[src/verilog/sd_rx_defines.svh]
`ifndef SD_RX_DEFINES_SVH
`define SD_RX_DEFINES_SVH

// ----------------------------------------
// Receive FIFO geometry
// ----------------------------------------

// Words held by the receive FIFO, power of two
`define FIFO_RX_MEM_DEPTH 8

// Pointer width, log2 of depth plus one wrap bit
`define FIFO_RX_MEM_ADR_SIZE 4

// ----------------------------------------
// Block format on the DAT lines
// ----------------------------------------

// Data nibbles per block, multiple of 8
`define RX_BLOCK_NIBBLES 64

// CRC16 trailer, one bit per line per nibble
`define RX_CRC_NIBBLES 16

`endif

[src/verilog/sd_bus_pkg.sv]
package sd_bus_pkg;

  // ----------------------------------------
  // Card side of the receive path
  // ----------------------------------------

  // One sample of DAT[3:0]
  typedef logic [3:0] nibble_t;

  // CRC16 register, x^16+x^12+x^5+1
  typedef logic [15:0] crc16_t;

  // One CRC register per DAT line, index is the line number
  typedef crc16_t [3:0] crc_lines_t;

endpackage

[src/verilog/sd_fifo_pkg.sv]
`include "sd_rx_defines.svh"

package sd_fifo_pkg;

  // Packed receive word, first nibble in bits 3:0
  typedef logic [31:0] word_t;

  // Words held, wide enough to count a full FIFO
  typedef logic [`FIFO_RX_MEM_ADR_SIZE-1:0] fill_t;

endpackage

[src/verilog/sd_rx_packer.sv]
module sd_rx_packer (
  input  logic                wclk,
  input  logic                rst,
  input  logic                clr_i,
  input  logic                data_stb_i,
  input  sd_bus_pkg::nibble_t dat_i,
  output sd_fifo_pkg::word_t  word_o,
  output logic                word_stb_o
);

  localparam int LANES = 8;

  logic [LANES-1:0]   lane_sel;
  sd_fifo_pkg::word_t hold_q;
  logic               word_stb_q;

  // One-hot lane select, lane 0 takes the first nibble
  always_ff @(posedge wclk or posedge rst) begin
    if (rst) begin
      lane_sel <= LANES'(1);
    end else if (clr_i) begin
      lane_sel <= LANES'(1);
    end else if (data_stb_i) begin
      lane_sel <= {lane_sel[LANES-2:0], lane_sel[LANES-1]};
    end
  end

  // Holding register
  always_ff @(posedge wclk) begin
    for (int i = 0; i < LANES; i++) begin
      if (data_stb_i && lane_sel[i]) begin
        hold_q[4*i +: 4] <= dat_i;
      end
    end
  end

  // Word complete once the top lane is loaded
  always_ff @(posedge wclk or posedge rst) begin
    if (rst) begin
      word_stb_q <= 1'b0;
    end else begin
      word_stb_q <= data_stb_i && lane_sel[LANES-1] && !clr_i;
    end
  end

  assign word_o     = hold_q;
  assign word_stb_o = word_stb_q;

endmodule

[src/verilog/sd_rx_crc16.sv]
module sd_rx_crc16 (
  input  logic                wclk,
  input  logic                rst,
  input  logic                clr_i,
  input  logic                data_stb_i,
  input  logic                crc_stb_i,
  input  sd_bus_pkg::nibble_t dat_i,
  output logic                crc_err_o
);

  localparam sd_bus_pkg::crc16_t POLY = 16'h1021;

  sd_bus_pkg::crc_lines_t crc_q;
  logic [3:0]             crc_msb;
  logic                   crc_err_q;

  // One serial CRC16 step, MSB first
  function automatic sd_bus_pkg::crc16_t crc16_step(
    input sd_bus_pkg::crc16_t crc,
    input logic               bit_in
  );
    logic fb;
    fb = bit_in ^ crc[15];
    return {crc[14:0], 1'b0} ^ (fb ? POLY : 16'h0000);
  endfunction

  // Expected CRC bit of each line
  always_comb begin
    for (int l = 0; l < 4; l++) begin
      crc_msb[l] = crc_q[l][15];
    end
  end

  // ----------------------------------------
  // Per-line generators and compare
  // ----------------------------------------
  always_ff @(posedge wclk or posedge rst) begin
    if (rst) begin
      crc_q     <= '0;
      crc_err_q <= 1'b0;
    end else if (clr_i) begin
      crc_q     <= '0;
      crc_err_q <= 1'b0;
    end else if (data_stb_i) begin
      for (int l = 0; l < 4; l++) begin
        crc_q[l] <= crc16_step(crc_q[l], dat_i[l]);
      end
    end else if (crc_stb_i) begin
      // Trailer phase, shift the computed CRC out against the received bits
      for (int l = 0; l < 4; l++) begin
        crc_q[l] <= {crc_q[l][14:0], 1'b0};
      end
      if (crc_msb != dat_i) begin
        crc_err_q <= 1'b1;
      end
    end
  end

  // Sticky until the next block start
  assign crc_err_o = crc_err_q;

endmodule

[src/verilog/sd_rx_block_ctrl.sv]
`include "sd_rx_defines.svh"

module sd_rx_block_ctrl (
  input  logic wclk,
  input  logic rst,
  input  logic blk_start_i,
  input  logic dat_valid_i,
  input  logic overrun_i,
  input  logic crc_err_i,
  output logic data_stb_o,
  output logic crc_stb_o,
  output logic clr_o,
  output logic blk_done_o,
  output logic crc_err_o,
  output logic overrun_o
);

  localparam int CNT_W = $clog2(`RX_BLOCK_NIBBLES);

  typedef enum logic [1:0] {
    PH_IDLE,
    PH_DATA,
    PH_CRC
  } phase_e;

  phase_e           phase_q;
  logic [CNT_W-1:0] cnt_q;
  logic             done_q;
  logic             status_vld_q;

  // Strobe routing by phase
  assign data_stb_o = dat_valid_i && (phase_q == PH_DATA);
  assign crc_stb_o  = dat_valid_i && (phase_q == PH_CRC);
  assign clr_o      = blk_start_i;

  // ----------------------------------------
  // Phase and nibble count
  // ----------------------------------------
  always_ff @(posedge wclk or posedge rst) begin
    if (rst) begin
      phase_q      <= PH_IDLE;
      cnt_q        <= '0;
      done_q       <= 1'b0;
      status_vld_q <= 1'b0;
    end else begin
      done_q <= 1'b0;
      if (blk_start_i) begin
        phase_q      <= PH_DATA;
        cnt_q        <= '0;
        status_vld_q <= 1'b0;
      end else if (data_stb_o) begin
        if (cnt_q == CNT_W'(`RX_BLOCK_NIBBLES - 1)) begin
          phase_q <= PH_CRC;
          cnt_q   <= '0;
        end else begin
          cnt_q <= cnt_q + 1'b1;
        end
      end else if (crc_stb_o) begin
        if (cnt_q == CNT_W'(`RX_CRC_NIBBLES - 1)) begin
          phase_q      <= PH_IDLE;
          cnt_q        <= '0;
          done_q       <= 1'b1;
          status_vld_q <= 1'b1;
        end else begin
          cnt_q <= cnt_q + 1'b1;
        end
      end
    end
  end

  // Both sources are sticky and frozen once the block ends
  assign blk_done_o = done_q;
  assign crc_err_o  = status_vld_q && crc_err_i;
  assign overrun_o  = status_vld_q && overrun_i;

endmodule

[src/verilog/sd_rx_fifo.sv]
`include "sd_rx_defines.svh"

module sd_rx_fifo (
  input  logic               wclk,
  input  logic               rst,
  input  logic               clr_i,
  input  logic               wr_i,
  input  sd_fifo_pkg::word_t din_i,
  input  logic               rd_i,
  output sd_fifo_pkg::word_t q_o,
  output logic               full_o,
  output logic               empty_o,
  output sd_fifo_pkg::fill_t fill_o,
  output logic               overrun_o
);

  localparam int PW = `FIFO_RX_MEM_ADR_SIZE;

  sd_fifo_pkg::word_t ram [0:`FIFO_RX_MEM_DEPTH-1];
  logic [PW-1:0]      wr_ptr;
  logic [PW-1:0]      rd_ptr;
  logic               ram_we;
  logic               ram_re;
  logic               overrun_q;

  // Top pointer bit is the wrap flag
  assign full_o  = (wr_ptr[PW-2:0] == rd_ptr[PW-2:0]) && (wr_ptr[PW-1] != rd_ptr[PW-1]);
  assign empty_o = (wr_ptr == rd_ptr);
  assign fill_o  = wr_ptr - rd_ptr;

  assign ram_we = wr_i && !full_o;
  assign ram_re = rd_i && !empty_o;

  always_ff @(posedge wclk) begin
    if (ram_we) begin
      ram[wr_ptr[PW-2:0]] <= din_i;
    end
  end

  // Oldest word, valid while not empty
  assign q_o = ram[rd_ptr[PW-2:0]];

  // ----------------------------------------
  // Pointers and overrun flag
  // ----------------------------------------
  always_ff @(posedge wclk or posedge rst) begin
    if (rst) begin
      wr_ptr    <= '0;
      rd_ptr    <= '0;
      overrun_q <= 1'b0;
    end else begin
      if (ram_we) begin
        wr_ptr <= wr_ptr + 1'b1;
      end
      if (ram_re) begin
        rd_ptr <= rd_ptr + 1'b1;
      end
      // Card cannot be stalled, a word arriving at full is lost
      if (clr_i) begin
        overrun_q <= 1'b0;
      end else if (wr_i && full_o) begin
        overrun_q <= 1'b1;
      end
    end
  end

  assign overrun_o = overrun_q;

endmodule

[src/verilog/sd_rx_path.sv]
module sd_rx_path (
  input  logic                wclk,
  input  logic                rst,
  input  logic                blk_start_i,
  input  sd_bus_pkg::nibble_t dat_i,
  input  logic                dat_valid_i,
  input  logic                rd_i,
  output sd_fifo_pkg::word_t  q_o,
  output logic                empty_o,
  output logic                full_o,
  output sd_fifo_pkg::fill_t  fill_o,
  output logic                blk_done_o,
  output logic                crc_err_o,
  output logic                overrun_o
);

  logic               data_stb;
  logic               crc_stb;
  logic               clr;
  sd_fifo_pkg::word_t word;
  logic               word_stb;
  logic               crc_err;
  logic               overrun;

  // ----------------------------------------
  // Block sequencing
  // ----------------------------------------
  sd_rx_block_ctrl u_block_ctrl (
    .wclk        (wclk),
    .rst         (rst),
    .blk_start_i (blk_start_i),
    .dat_valid_i (dat_valid_i),
    .overrun_i   (overrun),
    .crc_err_i   (crc_err),
    .data_stb_o  (data_stb),
    .crc_stb_o   (crc_stb),
    .clr_o       (clr),
    .blk_done_o  (blk_done_o),
    .crc_err_o   (crc_err_o),
    .overrun_o   (overrun_o)
  );

  // Packer and CRC checker see the same nibble stream
  sd_rx_packer u_packer (
    .wclk       (wclk),
    .rst        (rst),
    .clr_i      (clr),
    .data_stb_i (data_stb),
    .dat_i      (dat_i),
    .word_o     (word),
    .word_stb_o (word_stb)
  );

  sd_rx_crc16 u_crc16 (
    .wclk       (wclk),
    .rst        (rst),
    .clr_i      (clr),
    .data_stb_i (data_stb),
    .crc_stb_i  (crc_stb),
    .dat_i      (dat_i),
    .crc_err_o  (crc_err)
  );

  // Host side buffer
  sd_rx_fifo u_fifo (
    .wclk      (wclk),
    .rst       (rst),
    .clr_i     (clr),
    .wr_i      (word_stb),
    .din_i     (word),
    .rd_i      (rd_i),
    .q_o       (q_o),
    .full_o    (full_o),
    .empty_o   (empty_o),
    .fill_o    (fill_o),
    .overrun_o (overrun)
  );

endmodule

[config.mk]
export PLATFORM = sky130hd
export DESIGN_NAME = sd_rx_path
export DESIGN_NICKNAME = d
export VERILOG_FILES = /design/src/verilog/sd_bus_pkg.sv /design/src/verilog/sd_fifo_pkg.sv /design/src/verilog/sd_rx_packer.sv /design/src/verilog/sd_rx_crc16.sv /design/src/verilog/sd_rx_block_ctrl.sv /design/src/verilog/sd_rx_fifo.sv /design/src/verilog/sd_rx_path.sv
export VERILOG_INCLUDE_DIRS = /design/src /design/src/verilog
export SDC_FILE = /design/constraint.sdc
export NUM_CORES = 1
export LEC_CHECK = 0
export ABC_AREA = 1
export CAP_MARGIN = 20
export CORE_UTILIZATION = 64
export DETAILED_ROUTE_END_ITERATION = 8
export DONT_BUFFER_PORTS = 1
export PLACE_DENSITY = 0.8
export SLEW_MARGIN = 0
export SYNTH_ARGS = -nofsm -noshare
export SYNTH_HDL_FRONTEND = slang
export SYNTH_HIERARCHICAL = 1
export SYNTH_SLANG_ARGS = --single-unit
[constraint.sdc]
create_clock -name wclk -period 4.73 [get_ports wclk]
set_input_delay 0.2365 -clock wclk [delete_from_list [all_inputs] [get_ports wclk]]
set_output_delay 0.2365 -clock wclk [all_outputs]
set_load 0.01 [all_outputs]
==> flow_summary_export.csv <==
group,metric,value,unit
global_route,grt_max_degree,91,
cells_and_area,drive_above_1_share,8.87,%
route,dr.pass1.iters,7,
route,vias_per_cell,5.34,
synth,synth.distinct_cells,31,
die,die_h,164,µm
power,p_total,8590,µW
worst_hold_path,holdCritPathClass,"input pin to flop",
synth,yosysTopAreaCell,"edfxtp_1",
clock_network,cts_buffer_depth,3,
clock_network,cts_tree,"built",
die,row_count,58,
setup_path,cp_max_fo,46,
global_route,track_usage,25.7,%
worst_hold_path,holdPathStages,4,
synth,syn_area,16800,µm²
setup_path,arrival,3.08,ns
cells_and_area,final_common_cell,"nand2_1",
timing,rsz0062_at_grt,"false",
clock_network,cts_setup_buffers,0,
cells_and_area,multi_input_area,4000,µm²
clock_network,h-tree-depth,2,
clock_network,clock_sink_count,381,
timing,max_slew.worst_pin.slew,1.10,ns
synth,avgSynthCellArea,10.2,µm²
setup_path,r2r_setup_slack,1.44,ns
worst_hold_path,min-delay-start,"blk_start_i",
die,core,25500,µm²
die,fp.dieW,164,µm
setup_path,cp-end-kind,"output port",
cells_and_area,area_growth,8.14,%
synth,yosysWarnings,6,
setup_path,reg2reg_depth,7,
power,power_density,472,nW/µm²
setup_path,critPathLaunchType,"flop",
job,drv_cap,0,
timing,finalCritPeriodShare,70.2,%
die,die_area,27000,µm²
power,ir_drop,0.402,mV
placed_design,hpwlAfterDp,18.7,mm
cells_and_area,regArea,11000,µm²
timing,slew_viol_final,0,
synth,syn_nets,1659,
global_route,antenna_found_initial,2,
setup_path,path_class,"flop to output port",
power,p_leak,0.00823,µW
placed_design,gp_congestion,0.895,
clock_network,path_clk_slew,0.06,ns
timing,hold_violations,0,
global_route,grt_first_pass_wirelength,52.5,mm
synth,synthCells,1643,
setup_path,slowest_delay,0.77,ns
cells_and_area,nNetsFinal,1654,
route,drt_iter0_markers,919,
timing,period_needed,3.32,ns
setup_path,required,4.49,ns
placed_design,place_area,16900,µm²
cells_and_area,nFillCells,1711,
cells_and_area,fin_area,18200,µm²
die,start_util,66.1,%
route,drc,0,
route,wirelength,33.3,mm
setup_path,cpMostUsedCell,"nand2_1",
cells_and_area,final_cell_mix,"nand2_1 (538), inv_1 (362), edfxtp_1 (288)",
setup_path,r2r-start,"u_fifo/rd_ptr[0]",
run_status,outcome,"finished clean",
synth,synth_top_area_share,51.4,%
timing,timing.slew.headroom,26.3,%
clock_network,clkLatencyLatePin,0.54,ns
clock_network,cts_root_buffer,"clkbuf_16",
global_route,grt_pass1_vias,10333,
synth,synth_area_leaders,"edfxtp_1 (51%), dfrtp_1 (14%), nand2_1 (12%), inv_1 (8.1%), nand3_1 (4.9%)",
synth,yosysSeqAreaShare,65.2,%
synth,synth_seq_cells,381,
clock_network,cts_buffers,39,
die,io_pins,50,
setup_path,cp_cell_sequence,"clkinv_2, buf_4, nand2_1, nand3_1, nand2_1, nand2_1, nand2_1",
timing,setup_violations,0,
timing,tns,0,ns
route,vias,10668,
timing,fmaxAchievable,301,MHz
global_route,grt.overflow.total,0,
route,ant_nets,0,
timing,skew,0.0286,ns
route,routedWlPerCell,16.7,µm
setup_path,startpoint,"u_fifo/rd_ptr[0]",
setup_path,worst_path_max_delay_cell,"dfrtp_4",
placed_design,io_buffer_count,0,
layout make-up:
cell class | count | area share [%]
antenna | 1 | 0.0137
clock buffer | 54 | 5.90
clock inverter | 17 | 0.557
inverter | 369 | 7.63
multi-input combinational | 823 | 22.0
sequential | 381 | 60.3
tap | 330 | 2.27
timing repair buffer | 24 | 1.33
per-layer routing:
layer	vias up	track usage [%]	share of wire, %
met5	-	0	0.039
met4	2	10.4	3.0
met3	87	4.85	7.7
met2	392	44.2	50
met1	5043	32.1	39
li1	5144	-	-
registers in the layout, indices dropped and copies added, names as in the netlist:
name and flops:
u_block_ctrl/phase_q 2, u_block_ctrl/blk_done_o 1, u_packer/lane_sel 8, u_packer/word_o 32, u_crc16/crc_q 60, u_fifo/overrun_o 1
u_block_ctrl/cnt_q 6, u_crc16/crc_err_o 1, u_packer/word_stb_o 1, u_fifo/rd_ptr 4, u_fifo/ram 256, u_block_ctrl/status_vld_q 1
u_crc16/crc_msb 4, u_fifo/wr_ptr 4
Yosys cell counts:
master,count
o21ai_2,1
xor2_1,3
nor2_2,4
o21ai_1,4
buf_1,4
edfxtp_1,288
clkbuf_1,9
inv_4,1
a21oi_1,3
nand3b_1,2
buf_2,21
inv_2,5
nor2_4,2
nor2_1,19
o22ai_2,50
buf_6,26
xnor2_1,3
o21ai_0,7
nand4_1,4
inv_1,363
nand3_1,166
dfstp_2,1
nand2_2,3
fa_1,1
buf_4,9
nand2_1,538
ha_1,6
buf_8,1
dfrtp_1,92
nor2_8,1
o22ai_1,6
power by group:
group | switching, µW | internal (µW) | leakage, µW | total, µW
logic | 1500 | 552 | 0.00380 | 2050
clock network | 1230 | 1600 | 0.000572 | 2820
registers | 89.9 | 3620 | 0.00386 | 3710
total | 2820 | 5770 | 0.00823 | 8590
worst max-delay path, delay by kind of cell, from the launching register on:
kind	cells	cell delay [ns]
buffers and inverters	2	1.17
DFF	1	0.77
and+or+nand+nor	5	0.57
repair_timing:
item | CTS | global route
endpoints found under the hold margin | 111 | 0
hold buffers | 7 | 0
resized for setup | 0 | 0
stage by stage:
stage,setup WS [ns],cells,hold WS [ns],util [%]
after global routing,1.23,1999,0.0309,71.5
after CTS,1.43,1995,0.00945,71.2
after detailed placement,1.46,1917,0.104,66.3
after global placement,1.55,1917,0.0991,66.3
final,1.41,1999,0.0344,71.5
after floorplan,1.40,1643,0.0637,-
final timing paths:
kind,end
hold / removal,u_crc16/crc_err_o
max in group asynchronous,u_crc16/crc_q[21]
min in group asynchronous,u_packer/lane_sel[1]
hold reg to reg,u_packer/lane_sel[7]
setup / recovery,q_o[4]
setup reg to reg,u_fifo/ram[1][6]
kinds of logic after synthesis:
family | after synthesis | share of synthesized area [%]
AND/OR/NAND/NOR | 739 | 18.1
buffers and inverters | 439 | 11.4
flip-flops | 381 | 65.2
AO/OA/AOI/OAI | 71 | 4.41
adder cells (fa/ha/maj) | 7 | 0.565
XOR/XNOR | 6 | 0.312
No activity file was read; power rests on OpenSTA's default activity.
